<file path="src/design/riscv_v_defines.svh">
// Fixed VLEN of 128 and XLEN of 64
// Byte enable count follows from VLEN and the byte width
`ifndef RISCV_V_DEFINES_SVH
`define RISCV_V_DEFINES_SVH

// Vector and scalar data widths
`define RISCV_V_DATA_WIDTH 128
`define RISCV_DATA_WIDTH   64

// Register file geometry
`define RISCV_V_NUM_REGS   32
`define RISCV_V_ADDR_WIDTH 5

`define BYTE_WIDTH         8
`define RISCV_V_NUM_BYTES  (`RISCV_V_DATA_WIDTH / `BYTE_WIDTH)

`endif

</file>
<file path="src/design/riscv_v_pkg.sv">
// Shared enums for the vector execution slice
// Opcode set covers only the ops this slice implements
package riscv_v_pkg;

    // Ops for the arithmetic and permutation units
    typedef enum logic [2:0] {
        VADD    = 3'd0,
        VSUB    = 3'd1,
        VAND    = 3'd2,
        VOR     = 3'd3,
        VXOR    = 3'd4,
        VMV_S_X = 3'd5,
        VMV_X_S = 3'd6
    } riscv_v_opcode_e;

    // Element width, log2 of the byte count
    typedef enum logic [1:0] {
        OSIZE_8  = 2'd0,
        OSIZE_16 = 2'd1,
        OSIZE_32 = 2'd2,
        OSIZE_64 = 2'd3
    } riscv_v_osize_e;

    // Sequencer states for both execution units
    typedef enum logic [2:0] {
        IDLE      = 3'd0,
        READ_REQ  = 3'd1,
        READ_WAIT = 3'd2,
        WRITE_REQ = 3'd3,
        FINISH    = 3'd4
    } riscv_v_unit_state_e;

endpackage

</file>
<file path="src/design/riscv_v_arith_unit.sv">
// Element-wise vadd/vsub/vand/vor/vxor over a whole vector register
// Always writes all bytes of vd, no masking or tail handling
// A start while busy is ignored
`include "riscv_v_defines.svh"
`timescale 1ns/1ps

module riscv_v_arith_unit
    import riscv_v_pkg::*;
(
    input  logic                            clk,
    input  logic                            arst_n,
    input  logic                            start,
    input  riscv_v_opcode_e                 opcode,
    input  riscv_v_osize_e                  osize,
    input  logic [`RISCV_V_ADDR_WIDTH-1:0]  vd,
    input  logic [`RISCV_V_ADDR_WIDTH-1:0]  vs1,
    input  logic [`RISCV_V_ADDR_WIDTH-1:0]  vs2,
    input  logic                            vrf_gnt,
    input  logic                            vrf_rvalid,
    input  logic [`RISCV_V_DATA_WIDTH-1:0]  vrf_rdata_a,
    input  logic [`RISCV_V_DATA_WIDTH-1:0]  vrf_rdata_b,
    output logic                            vrf_req,
    output logic                            vrf_we,
    output logic [`RISCV_V_ADDR_WIDTH-1:0]  vrf_raddr_a,
    output logic [`RISCV_V_ADDR_WIDTH-1:0]  vrf_raddr_b,
    output logic [`RISCV_V_ADDR_WIDTH-1:0]  vrf_waddr,
    output logic [`RISCV_V_DATA_WIDTH-1:0]  vrf_wdata,
    output logic [`RISCV_V_NUM_BYTES-1:0]   vrf_wbe,
    output logic                            done
);

    riscv_v_unit_state_e            state;
    riscv_v_opcode_e                op_q;
    riscv_v_osize_e                 osize_q;
    logic [`RISCV_V_ADDR_WIDTH-1:0] vd_q;
    logic [`RISCV_V_ADDR_WIDTH-1:0] vs1_q;
    logic [`RISCV_V_ADDR_WIDTH-1:0] vs2_q;
    logic [`RISCV_V_DATA_WIDTH-1:0] src_a_q;
    logic [`RISCV_V_DATA_WIDTH-1:0] src_b_q;
    logic [`RISCV_V_DATA_WIDTH-1:0] src_b_eff;
    logic [`RISCV_V_DATA_WIDTH-1:0] addsub_result;
    logic [3:0]                     elem_mask;

    always_ff @(posedge clk or negedge arst_n) begin
        if (!arst_n) begin
            state <= IDLE;
        end else begin
            case (state)
                IDLE:      if (start) state <= READ_REQ;
                READ_REQ:  if (vrf_gnt) state <= READ_WAIT;
                READ_WAIT: if (vrf_rvalid) state <= WRITE_REQ;
                WRITE_REQ: if (vrf_gnt) state <= FINISH;
                default:   state <= IDLE;
            endcase
        end
    end

    // Command and operand capture
    always_ff @(posedge clk) begin
        if (state == IDLE && start) begin
            op_q    <= opcode;
            osize_q <= osize;
            vd_q    <= vd;
            vs1_q   <= vs1;
            vs2_q   <= vs2;
        end
        if (state == READ_WAIT && vrf_rvalid) begin
            src_a_q <= vrf_rdata_a;
            src_b_q <= vrf_rdata_b;
        end
    end

    // Subtract as a + ~b + 1, carry restarts at each element boundary
    assign src_b_eff = (op_q == VSUB) ? ~src_b_q : src_b_q;
    assign elem_mask = (4'd1 << osize_q) - 4'd1;

    always_comb begin : addsub
        logic [`BYTE_WIDTH:0] byte_sum;
        logic                 carry;
        carry    = 1'b0;
        byte_sum = '0;
        for (int i = 0; i < `RISCV_V_NUM_BYTES; i++) begin
            if ((i[3:0] & elem_mask) == 4'd0) begin
                carry = (op_q == VSUB);
            end
            byte_sum = {1'b0, src_a_q[i*`BYTE_WIDTH +: `BYTE_WIDTH]}
                     + {1'b0, src_b_eff[i*`BYTE_WIDTH +: `BYTE_WIDTH]} + carry;
            addsub_result[i*`BYTE_WIDTH +: `BYTE_WIDTH] = byte_sum[`BYTE_WIDTH-1:0];
            carry = byte_sum[`BYTE_WIDTH];
        end
    end

    always_comb begin
        case (op_q)
            VAND:    vrf_wdata = src_a_q & src_b_q;
            VOR:     vrf_wdata = src_a_q | src_b_q;
            VXOR:    vrf_wdata = src_a_q ^ src_b_q;
            default: vrf_wdata = addsub_result;
        endcase
    end

    assign vrf_req     = (state == READ_REQ) || (state == WRITE_REQ);
    assign vrf_we      = (state == WRITE_REQ);
    assign vrf_raddr_a = vs1_q;
    assign vrf_raddr_b = vs2_q;
    assign vrf_waddr   = vd_q;
    assign vrf_wbe     = '1;
    assign done        = (state == FINISH);

endmodule

</file>
<file path="config.mk">
export PLATFORM = sky130hd
export DESIGN_NAME = riscv_v_arith_unit
export DESIGN_NICKNAME = d
export VERILOG_FILES = /design/src/design/riscv_v_pkg.sv /design/src/design/riscv_v_arith_unit.sv
export VERILOG_INCLUDE_DIRS = /design/src /design/src/design
export SDC_FILE = /design/constraint.sdc
export NUM_CORES = 1
export LEC_CHECK = 0
export BUFFER_PORTS_ARGS = -buffer_cell sky130_fd_sc_hd__buf_2
export CAP_MARGIN = 20
export CORE_MARGIN = 4
export CORE_UTILIZATION = 45
export CTS_BUF_LIST = sky130_fd_sc_hd__clkbuf_2
export DETAILED_ROUTE_END_ITERATION = 10
export HOLD_SLACK_MARGIN = 0.06
export PLACE_DENSITY = 0.66
export SYNTH_ARGS = -nofsm -noshare
export SYNTH_HDL_FRONTEND = slang
export SYNTH_SLANG_ARGS = --single-unit
</file>
<file path="constraint.sdc">
create_clock -name clk -period 30.8 [get_ports clk]
set_clock_uncertainty 0.05 [all_clocks]
set_input_delay 6.16 -clock clk [delete_from_list [all_inputs] [get_ports clk]]
set_output_delay 6.16 -clock clk [all_outputs]
set_load 0.03 [all_outputs]
</file>
=== After elaboration in Yosys (flattened, before gate mapping) ===
Index checks and enable logic that the tools add are counted.

* Register bits after elaboration: 279
* Output and inout port bits: 162
* Input bits: 281

* Bitwise gates (word level): 4
* Reductions and logical operators: 20
* Shift operators: 1
* Multiplexer cells: 22
* Add/subtract/negate cells: 33
* Eq/ne operators: 12

{| class="wikitable"
|+ Operators by type and width
! cell !! count
|-
| $pmux 128 s3 || 1
|-
| $add 8x8->9 || 15
|-
| $add 9x1->9 || 15
|-
| $and 128x128->128 || 1
|-
| $mux 128 || 1
|-
| $not 128->128 || 1
|-
| $or 128x128->128 || 1
|-
| $xor 128x128->128 || 1
|-
| $logic_not 4->1 || 15
|-
| $mux 1 || 15
|-
| $eq 3x2->1 const B || 4
|-
| $mux 3 || 4
|-
| $pmux 3 s4 || 1
|-
| $add 8x1->8 || 1
|-
| $add 8x8->8 || 1
|-
| $ne 2x2->1 const B || 4
|-
| $eq 3x1->1 const B || 2
|-
| $eq 3x3->1 const B || 2
|-
| $reduce_and 4->1 || 1
|-
| $shl 1x2->4 const A || 1
|-
| $sub 4x1->4 const B || 1
|-
| $logic_not 3->1 || 1
|-
| $logic_and 1x1->1 || 2
|-
| $logic_or 1x1->1 || 1
|}

=== Depth between registers and ports, before layout ===
Gate-level depths: netlist of run 1.

* Depth after elaboration: 35
* Mapped depth: 69
* Gate-level depth less buffers: 67

=== Worst setup path before layout of run 1 ===
No wires, ideal clock.

* Path kind: input-to-reg
* Start point: in vrf_rvalid
* End point: reg src_a_q[0] (enable)
* Setup slack: -0.922 ns
* Required time: 29.239 ns
* Setup time: 1.511 ns
* Stages on the path: 1
* Arrival time: 30.161 ns
* Cells stage by stage: nor4bb_1

* Word-level cells in the longest chain between the ends: 1

{| class="wikitable"
|+ Ends and longest elaborated chain
! element !! RTL line !! RTL
|-
| start: declaration || riscv_v_arith_unit.sv:19 || <nowiki>input logic vrf_rvalid,</nowiki>
|-
| $logic_and 1x1->1 || riscv_v_arith_unit.sv:67 || <nowiki>if (state == READ_WAIT && vrf_rvalid) begin</nowiki>
|-
| end signal: assignment || riscv_v_arith_unit.sv:68 || <nowiki>src_a_q <= vrf_rdata_a;</nowiki>
|-
| end: declaration || riscv_v_arith_unit.sv:38 || <nowiki>logic [`RISCV_V_DATA_WIDTH-1:0] src_a_q;</nowiki>
|}

Every way passes these cells.
A chain may end at the register's enable or synchronous reset.

=== Final worst setup path of run 1 ===
* Start point: reg op_q[2]
* End point: out vrf_wdata[62]

* Word-level cells in the longest chain between the ends: 19
* Elaborated cells between the ends (all ways): 29
* Classes of those cells: add/sub (16); eq/ne (4); mux (9)

{| class="wikitable"
|+ Ends and longest elaborated chain
! element !! RTL line !! RTL
|-
| start: declaration || riscv_v_arith_unit.sv:33 || <nowiki>riscv_v_opcode_e op_q;</nowiki>
|-
| start signal: assignment || riscv_v_arith_unit.sv:61 || <nowiki>op_q <= opcode;</nowiki>
|-
| $eq 3x1->1 || riscv_v_arith_unit.sv:74, riscv_v_arith_unit.sv:84 ||
|-
| $mux 128 || riscv_v_arith_unit.sv:74 || <nowiki>assign src_b_eff = (op_q == VSUB) ? ~src_b_q : src_b_q;</nowiki>
|-
| $add 8x8->9 || riscv_v_arith_unit.sv:86 || <nowiki>byte_sum = {1'b0, src_a_q[i*`BYTE_WIDTH +: `BYTE_WIDTH]}</nowiki>
|-
| $add 9x1->9 || riscv_v_arith_unit.sv:86 ||
|-
| $mux 1 || riscv_v_arith_unit.sv:83 || <nowiki>if ((i[3:0] & elem_mask) == 4'd0) begin</nowiki>
|-
| $add 9x1->9 || riscv_v_arith_unit.sv:86 ||
|-
| $mux 1 || riscv_v_arith_unit.sv:83 ||
|-
| $add 9x1->9 || riscv_v_arith_unit.sv:86 ||
|-
| [3 not listed] || n/a ||
|-
| $add 9x1->9 || riscv_v_arith_unit.sv:86 ||
|-
| $mux 1 || riscv_v_arith_unit.sv:83 ||
|-
| $add 9x1->9 || riscv_v_arith_unit.sv:86 ||
|-
| $mux 1 || riscv_v_arith_unit.sv:83 ||
|-
| $add 9x1->9 || riscv_v_arith_unit.sv:86 ||
|-
| $mux 1 || riscv_v_arith_unit.sv:83 ||
|-
| $add 9x1->9 || riscv_v_arith_unit.sv:86 ||
|-
| $pmux 128 s3 (*) || riscv_v_arith_unit.sv:94 || <nowiki>case (op_q)</nowiki>
|-
| end: declaration || riscv_v_arith_unit.sv:27 || <nowiki>output logic [`RISCV_V_DATA_WIDTH-1:0] vrf_wdata,</nowiki>
|}

Mark *: on every way between the ends. The rest lies on a longest branch, timed or not.

==> impl_metrics.env, run 1 <==
export IMPL_rows=80
export IMPL_finalCriticalPeriod_ps=24010
export IMPL_pre_cts_slack_ps=7950
export IMPL_grt_overflow_total=0
export IMPL_avgSynthCellArea_um2=10.1
export IMPL_startpoint_type="flip-flop"
export IMPL_multiInputGateArea_mm2=0.0120
export IMPL_initial_core_util_pct=45.6
export IMPL_grt_max_degree=190
export IMPL_portBuffers=426
export IMPL_netlist_area_mm2=0.0219
export IMPL_fin_ws_ps=6790
export IMPL_die_h_um=229
export IMPL_cp_required_ps=24590
export IMPL_rrSetupSlack_ps=27660
export IMPL_ctsResizeCount=0
export IMPL_finalHoldViolCount=0
export IMPL_vdd_drop_max_mv=0.0877
export IMPL_routed_wl_mm=63.8
export IMPL_path_max_fanout=42
export IMPL_ys_async_sr_fraction_pct=1.08
export IMPL_hold_slack_ps=611
export IMPL_max_freq_mhz=41.7
export IMPL_cts_setup_buffers=0
export IMPL_ys_seq_elements=279
export IMPL_rr_endpoint="src_b_q[82]"
export IMPL_area_growth_syn_to_layout_pct=15.6
export IMPL_grt_pass1_vias=18328
export IMPL_slowest_delay_ps=680
export IMPL_cts_hold_buf=0
export IMPL_cts_buffers=79
export IMPL_rsz0062_at_grt="false"
export IMPL_clock_latency_ps=1060
export IMPL_viasPerCell=5.41
export IMPL_holdPathStages=1
export IMPL_powerDensity_mw_per_mm2=75.9
export IMPL_synthFlopType="edfxtp_1"
export IMPL_track_usage_pct=23.7
export IMPL_drt_iter0_drc=1124
export IMPL_clk_pin_slew_worst_paths_ps=110
export IMPL_worstMarginPinSlew_ps=1110
export IMPL_worst_path_max_delay_cell="buf_4"
export IMPL_final_max_slew_viol_count=0
export IMPL_end_kind="output pin"
export IMPL_max_cap_violations=0
export IMPL_rr_startpoint="state[2]"
export IMPL_status="complete, no violations"
export IMPL_rr_worst_depth=3
export IMPL_layout_common_cells="426 x buf_2, 366 x ha_1, 301 x inv_1"
export IMPL_netlist_instances=2169
export IMPL_grt_pass1_wl_mm=98.1
export IMPL_layout_drive_gt1_share_pct=23.1
export IMPL_finalPower_mw=1.92
export IMPL_crit_start="op_q[2]"
export IMPL_fill_cells=4299
export IMPL_cts_tree="done"
export IMPL_crit_type="flip-flop to output pin"
export IMPL_post_route_drc_count=0
export IMPL_final_common_cell="buf_2"
export IMPL_cts_sinks=279
export IMPL_critPathCapture="vrf_wdata[62]"
export IMPL_dieArea_mm2=0.0522
export IMPL_synth_cell_types=53
export IMPL_cpMostUsedCell="fa_1"
export IMPL_finalNetCount=3290
export IMPL_yosys_warnings=0
export IMPL_final_core_util_pct=52.8
export IMPL_first_pass_iters=7
export IMPL_hold_path_class="flip-flop to flip-flop"
export IMPL_yosysSeqAreaShare_pct=38.2
export IMPL_synth_edff_count=276
export IMPL_cts_root_buf="clkbuf_2"
export IMPL_grt_antenna_before_repair=11
export IMPL_ant_nets=0
export IMPL_cellLeakagePower_nw=11.6
export IMPL_crit_arrival_ps=17800
export IMPL_coreArea_mm2=0.0479
export IMPL_fp_dieW_um=229
export IMPL_setup_viol=0
export IMPL_min_period_over_period_pct=77.9
export IMPL_wl_per_cell_um=19.4
export IMPL_clock_path_buffers=3
export IMPL_regArea_mm2=0.00836
export IMPL_setup_tns_ps=0
export IMPL_place_gp_congestion=0.899
export IMPL_slew_headroom_pct=25.7
export IMPL_dp_hpwl_mm=46.2
export IMPL_ioPinCount=443
export IMPL_via_count=17822
export IMPL_ctsHtreeMaxLevel=3
power breakdown:
group	total (mW)	internal [mW]	switching (mW)
logic	1.12	0.384	0.735
clock network	0.263	0.0972	0.166
registers	0.538	0.494	0.0443
total	1.92	0.975	0.945
per-layer routing:
metal / up-vias / track usage [%] / wire length (um)
met1: 8487 / 29.0 / 26600
met5: - / 0 / 46
met2: 690 / 39.8 / 30300
li1: 8488 / - / -
met4: 6 / 9.47 / 2270
met3: 151 / 6.31 / 4550
logic make-up (layout without fill, tap and decap cells):
group / Yosys count / in the layout / share of synthesized area (%)
xor gates and xnor gates: 201 / 201 / 8.05
and+or+nand+nor: 315 / 315 / 6.73
AOI/OAI and AO/OA: 565 / 565 / 15.5
DFF: 279 / 279 / 38.2
buffers and inverters: 401 / 881 / 7.24
adders and majority gates: 397 / 397 / 23.8
muxes: 10 / 10 / 0.457
other: 1 / 29 / 0.0171
worst max-delay path, delay by kind of cell, from the launching register on:
family,cells,cell delay (ps)
AO/OA/AOI/OAI,36,5710
XOR/XNOR,1,220
AND/OR/NAND/NOR,13,2010
flip-flops,1,510
adder cells (fa/ha/maj),15,6760
buffers and inverters,4,1480
metrics by stage:
step / instance area [um^2] / cells
after floorplan: 21900 / 2184
after global placement: 24600 / 3146
after detailed placement: 24600 / 3146
after CTS: 25300 / 3279
after global routing: 25300 / 3289
final: 25300 / 3292
synth_stat cells, types with 6 or more instances:
library cell | number | area share, %
o221a_2 | 16 | 0.82
nand3b_1 | 13 | 0.45
xnor2_1 | 153 | 6.1
mux2i_1 | 10 | 0.46
a31oi_1 | 15 | 0.43
xor2_1 | 48 | 1.9
nor2b_1 | 24 | 0.69
nand2b_1 | 23 | 0.66
ha_1 | 366 | 21
a21oi_1 | 240 | 5.5
nor3b_1 | 6 | 0.21
buf_2 | 15 | 0.34
a21boi_0 | 6 | 0.21
fa_1 | 31 | 2.8
o211ai_1 | 14 | 0.48
or2_2 | 14 | 0.40
o21a_1 | 14 | 0.48
o21ai_0 | 104 | 2.4
o311ai_0 | 6 | 0.24
nor2_1 | 160 | 2.7
inv_1 | 301 | 5.2
a22oi_1 | 10 | 0.34
a2111o_1 | 6 | 0.31
buf_4 | 16 | 0.55
a211oi_1 | 43 | 1.5
nand2_1 | 44 | 0.75
nor3_1 | 20 | 0.46
o22ai_1 | 69 | 2.0
clkbuf_1 | 65 | 1.1
edfxtp_1 | 276 | 38
state kept, by name, summed over array words and instances, names as in the netlist:
register	flops
vrf_waddr	5
vrf_raddr_a	5
state	3
src_b_q	128
src_a_q	128
op_q	3
vrf_raddr_b	5
osize_q	2
how the worst min path moves through the flow:
| stage | start | end |
|---|---|---|
| final | state[2] | state[2] |
| after global routing | state[2] | state[2] |
| after CTS | state[2] | state[2] |
| after detailed placement | state[2] | state[2] |
| after global placement | state[2] | state[1] |
| after floorplan | state[2] | state[1] |
final cells by class:
| type | count | area share, % |
|---|---|---|
| antenna | 13 | 0.129 |
| clock buffer | 111 | 2.20 |
| clock inverter | 22 | 0.391 |
| inverter | 301 | 4.47 |
| multi-input combinational | 1504 | 47.6 |
| sequential | 279 | 33.1 |
| tap | 615 | 3.04 |
| timing repair buffer | 447 | 9.10 |
No activity file was read; power rests on OpenSTA's default activity.
==> run 2, diff against run 1 <==
--- a/config.mk
+++ b/config.mk
@@ -13,7 +13,7 @@
 export CTS_BUF_LIST = sky130_fd_sc_hd__clkbuf_2
 export DETAILED_ROUTE_END_ITERATION = 10
 export HOLD_SLACK_MARGIN = 0.06
-export PLACE_DENSITY = 0.66
+export PLACE_DENSITY = 0.69
 export SYNTH_ARGS = -nofsm -noshare
 export SYNTH_HDL_FRONTEND = slang
 export SYNTH_SLANG_ARGS = --single-unit
==> constraint.sdc (replaced) <==
create_clock -name clk -period 21.5 [get_ports clk]
set_clock_uncertainty 0.05 [all_clocks]
set_input_delay 4.3 -clock clk [delete_from_list [all_inputs] [get_ports clk]]
set_output_delay 4.3 -clock clk [all_outputs]
set_load 0.03 [all_outputs]
==> run 2 against run 1 <==
- the run now ends with max-slew violations left
- critical path type unchanged
- power up 45%
- final cell count is essentially flat
- worst hold slack got worse by 10 ps
- count of clock-buffer cells in the layout decreased by 3
- clock power increased by 45%
- routed wire length rose by 0.58%
==> impl_metrics.env, run 2 (synthesis gave the netlist of run 1 again) <==
export IMPL_sw_frac_of_total_pct=48.9
export IMPL_fill_cells=4256
export IMPL_crit_start="op_q[2]"
export IMPL_layout_drive_gt1_share_pct=24.0
export IMPL_clk_pin_slew_worst_paths_ps=80
export IMPL_viasPerCell=5.37
export IMPL_place_area_mm2=0.0246
export IMPL_ctsHtreeMaxLevel=3
export IMPL_worst_path_max_delay_cell="edfxtp_1"
export IMPL_layout_common_cells="424 x buf_2, 366 x ha_1, 300 x inv_1"
export IMPL_vdd_drop_max_mv=0.122
export IMPL_hold_slack_ps=601
export IMPL_grt_max_degree=248
export IMPL_fp_dieW_um=229
export IMPL_cts_root_buf="clkbuf_2"
export IMPL_slowest_delay_ps=490
export IMPL_portBuffers=426
export IMPL_rr_worst_depth=3
export IMPL_finalNetCount=3296
export IMPL_startpoint_type="flip-flop"
export IMPL_power_frac_comb_pct=58.4
export IMPL_worstMarginPinSlew_ps=1610
export IMPL_ant_nets=0
export IMPL_seqPwrFrac_pct=27.8
export IMPL_largest_registers="src_a_q x128, src_b_q x128"
export IMPL_power_internal_mw=1.42
export IMPL_grt_pass1_wl_mm=98.7
export IMPL_path_max_fanout=5
export IMPL_cts_sinks=279
export IMPL_clock_path_buffers=3
export IMPL_cts_buffers=79
export IMPL_final_common_cell="buf_2"
export IMPL_first_pass_iters=5
export IMPL_final_max_slew_viol_count=106
export IMPL_rr_startpoint="state[2]"
export IMPL_crit_type="flip-flop to output pin"
export IMPL_via_count=17701
export IMPL_grt_antenna_before_repair=14
export IMPL_initial_core_util_pct=45.6
export IMPL_area_growth_syn_to_layout_pct=16.5
export IMPL_ioPinCount=443
export IMPL_place_gp_congestion=0.907
export IMPL_grt_pass1_vias=18257
export IMPL_rows=80
export IMPL_drt_iter0_drc=904
export IMPL_end_kind="output pin"
export IMPL_final_cells=3295
export IMPL_grt_overflow_total=0
export IMPL_p_sw_mw=1.36
export IMPL_slew_headroom_pct=-7.04
export IMPL_cpMostUsedCell="o21ai_0"
export IMPL_setup_viol=0
export IMPL_wl_per_cell_um=19.5
export IMPL_cts_tree="done"
export IMPL_rrSetupSlack_ps=18480
export IMPL_max_freq_mhz=49.2
export IMPL_design_area_mm2=0.0255
export IMPL_dp_cells=3142
export IMPL_clock_latency_ps=1000
export IMPL_coreArea_mm2=0.0479
export IMPL_hold_path_class="flip-flop to flip-flop"
export IMPL_finalCriticalPeriod_ps=20320
export IMPL_violations="max-slew violations"
export IMPL_post_route_drc_count=0
export IMPL_cp_required_ps=17150
export IMPL_max_cap_violations=0
export IMPL_powerDensity_mw_per_mm2=109
export IMPL_dieArea_mm2=0.0522
export IMPL_dp_hpwl_mm=45.9
export IMPL_routed_wl_mm=64.1
export IMPL_cts_hold_buf=0
export IMPL_track_usage_pct=23.8
export IMPL_die_h_um=229
export IMPL_finalHoldViolCount=0
export IMPL_cellLeakagePower_nw=11.6
export IMPL_crit_arrival_ps=15970
export IMPL_status="finished, violations left"
export IMPL_min_period_over_period_pct=94.5
export IMPL_clockPowerShare_pct=13.8
export IMPL_critPathCapture="vrf_wdata[126]"
export IMPL_rr_endpoint="src_a_q[84]"
-- run 2: through the flow --
| step | worst slack (ps) | power (mW) | setup TNS, ps | util (%) |
|---|---|---|---|---|
| 2_1_floorplan | 1950 | 1.95 | 0 | - |
| 3_3_place_gp | 1630 | 2.34 | 0 | 51.3 |
| 3_5_place_dp | 1200 | 2.38 | 0 | 51.3 |
| 4_1_cts | 187 | 2.78 | 0 | 52.8 |
| 5_1_grt | -21.2 | 2.98 | -41.0 | 53.1 |
| 6_report | 1180 | 2.78 | 0 | 53.2 |
-- run 2: routing by layer --
metal / part of all wire, % / global-route usage (%) / vias to the layer above
met5: 0.089 / 0 / -
met4: 3.0 / 8.08 / 8
met3: 7.7 / 6.22 / 123
met2: 48 / 41.1 / 635
met1: 41 / 29.0 / 8435
li1: - / - / 8500
-- run 2: how the worst min path moves through the flow --
stage | slack [ps] | depth (start not counted) | endpoint | start
5_1_grt | 630 | 1 | state[2] | state[2]
3_5_place_dp | 600 | 1 | state[1] | state[2]
3_3_place_gp | 580 | 1 | state[1] | state[2]
6_report | 600 | 1 | state[0] | state[2]
4_1_cts | 600 | 1 | state[0] | state[2]
2_1_floorplan | 470 | 1 | state[1] | state[2]
-- run 2: power groups by stage --
| stage | sequential [mW] | combinational [mW] | clock [mW] |
|---|---|---|---|
| after CTS | 0.773 | 1.60 | 0.404 |
| after global routing | 0.782 | 1.77 | 0.431 |
| after floorplan | 0.813 | 1.13 | 0 |
| final | 0.772 | 1.62 | 0.382 |
| after global placement | 0.780 | 1.56 | 0 |
| after detailed placement | 0.784 | 1.59 | 0 |
-- run 2: repair_timing --
item	4_1_cts	5_1_grt
setup buffers	5	4
resized for setup	1	43
pin swaps	1	14
endpoints found under the setup margin	3	15
gates cloned	0	1
-- run 2: worst max-delay path: cells and delay by family, from the launching register on --
kind,cells,cell delay [ps]
AO/OA/AOI/OAI,37,5370
buffers and inverters,3,520
AND/OR/NAND/NOR,11,1760
flip-flops,1,490
XOR/XNOR,1,140
adder cells (fa/ha/maj),16,6640
-- run 2: area by class of cell --
cell class                 count  area (um^2)  share of cell area [%]
multi-input combinational   1504        12100                    47.5
antenna                       13         32.5                   0.128
tap                          615          769                    3.02
clock buffer                 108          541                    2.12
clock inverter                22          116                   0.457
inverter                     301         1130                    4.45
timing repair buffer         453         2420                    9.49
sequential                   279         8360                    32.8
==> run 3, diff against run 2 <==
--- a/config.mk
+++ b/config.mk
@@ -13,6 +13,7 @@
 export CTS_BUF_LIST = sky130_fd_sc_hd__clkbuf_2
 export DETAILED_ROUTE_END_ITERATION = 10
 export HOLD_SLACK_MARGIN = 0.06
+export MAX_ROUTING_LAYER = met4
 export PLACE_DENSITY = 0.69
 export SYNTH_ARGS = -nofsm -noshare
 export SYNTH_HDL_FRONTEND = slang
==> run 3 against run 2 <==
- the flow now finishes without violations
- worst setup slack worse by 92 ps
- design area up 0.37%
- combinational power about the same
- largest cell class unchanged
- highest routed layer is now met4
==> impl_metrics.env, run 3 (synthesis gave the netlist of run 1 again) <==
export IMPL_ctsHtreeMaxLevel=3
export IMPL_finalCriticalPeriod_ps=20420
export IMPL_post_route_drc_count=0
export IMPL_wl_per_cell_um=19.7
export IMPL_slowest_delay_ps=480
export IMPL_first_pass_iters=6
export IMPL_cellLeakagePower_nw=11.7
export IMPL_worstMarginPinSlew_ps=1080
export IMPL_dp_hpwl_mm=46.9
export IMPL_min_period_over_period_pct=95.0
export IMPL_status="complete, no violations"
export IMPL_end_kind="output pin"
export IMPL_hold_start="state[2]"
export IMPL_cts_buffers=80
export IMPL_finalNetCount=3305
export IMPL_powerDensity_mw_per_mm2=109
export IMPL_grt_pass1_wl_mm=100
export IMPL_grt_pass1_vias=18555
export IMPL_max_cap_violations=0
export IMPL_via_count=17953
export IMPL_max_freq_mhz=49.0
export IMPL_critPathBufInv=3
export IMPL_clock_path_buffers=3
export IMPL_ioPinCount=443
export IMPL_final_max_slew_viol_count=0
export IMPL_final_core_util_pct=53.4
export IMPL_drt_iter0_drc=1105
export IMPL_hold_path_class="flip-flop to flip-flop"
export IMPL_design_area_mm2=0.0256
export IMPL_crit_type="flip-flop to output pin"
export IMPL_path_max_fanout=6
export IMPL_area_growth_syn_to_layout_pct=16.9
export IMPL_grt_antenna_before_repair=13
export IMPL_crit_arrival_ps=16070
export IMPL_cts_sinks=279
export IMPL_final_common_cell="buf_2"
export IMPL_slew_headroom_pct=28.2
export IMPL_layout_drive_gt1_share_pct=24.3
export IMPL_worst_path_max_delay_cell="edfxtp_1"
export IMPL_worst_path_dominant_cell_family="adder cells"
export IMPL_coreArea_mm2=0.0479
export IMPL_cts_tree="done"
export IMPL_grt_max_degree=186
export IMPL_grt_overflow_total=0
export IMPL_track_usage_pct=25.0
export IMPL_die_h_um=229
export IMPL_portBuffers=426
export IMPL_crit_start="op_q[2]"
export IMPL_dieArea_mm2=0.0522
export IMPL_clk_pin_slew_worst_paths_ps=90
export IMPL_largest_registers="src_a_q x128, src_b_q x128"
export IMPL_finalHoldViolCount=0
export IMPL_ant_nets=0
export IMPL_initial_core_util_pct=45.6
export IMPL_cts_root_buf="clkbuf_2"
export IMPL_vdd_drop_max_mv=0.134
export IMPL_rows=80
export IMPL_cpMostUsedCell="o21ai_0"
export IMPL_clock_latency_ps=950
export IMPL_fp_dieW_um=229
export IMPL_setup_viol=0
export IMPL_routed_wl_mm=65.1
export IMPL_place_gp_congestion=0.909
export IMPL_place_area_mm2=0.0246
export IMPL_cp_required_ps=17150
export IMPL_layout_common_cells="424 x buf_2, 366 x ha_1, 300 x inv_1"
export IMPL_viasPerCell=5.43
export IMPL_startpoint_type="flip-flop"
export IMPL_rr_startpoint="state[2]"
-- run 3: cell count changes in the layout (fill, tap and decap cells not counted), moves of 3 or more --
cell	previous run	this run
buf_4	23	32
clkbuf_2	108	112
clkinv_1	13	9
diode_2	13	17
fa_1	16	19
fa_2	15	12
-- run 3: timing repair --
| action | 4_1_cts | 5_1_grt |
|---|---|---|
| buffers inserted | 0 | 13 |
| hold buffers | 0 | 0 |
| setup endpoints to repair | 2 | 15 |
| pin swaps | 0 | 10 |
| gates resized for setup | 1 | 37 |
| endpoints found under the hold margin | 0 | 0 |
| gates cloned | 1 | 1 |
-- run 3: through the flow --
stage	TNS (ps)	power, mW	hold WS (ps)	setup slack [ps]	std cells
detailed placement	0	2.38	589	1160	3145
CTS	0	2.80	612	73.1	3276
global placement	0	2.35	577	1700	3144
global route	-113	3.01	643	-64.3	3303
floorplan	0	1.95	473	1950	2184
finish	0	2.80	614	1080	3307
-- run 3: final timing paths --
kind / to / slack [ps] / depth (start not counted)
min in group asynchronous: state[2] / 3080 / 1
min: state[0] / 610 / 1
max in group asynchronous: state[0] / 18210 / 1
min reg2reg: state[0] / 610 / 1
max: vrf_wdata[126] / 1080 / 69
max reg2reg: src_b_q[82] / 18510 / 3
-- run 3: final cells by class --
type,count,area [um^2]
Antenna cell,17,42.5
Tap cell,615,769
Fill cell,4262,22400
Inverter,301,1130
Multi-Input combinational cell,1504,12100
Sequential cell,279,8360
Clock inverter,18,126
Clock buffer,112,561
Timing Repair Buffer,461,2480
-- run 3: per-layer routing --
layer,GRT usage [%],wire (um),vias up
met3,6.18,4760,113
met4,8.78,1960,0
met5,-,0,-
met1,29.7,26700,8629
li1,-,-,8522
met2,41.4,31700,689
-- run 3: where the power goes --
part | switching, mW | internal (mW)
logic | 1.06 | 0.567
clock network | 0.238 | 0.162
registers | 0.0649 | 0.708
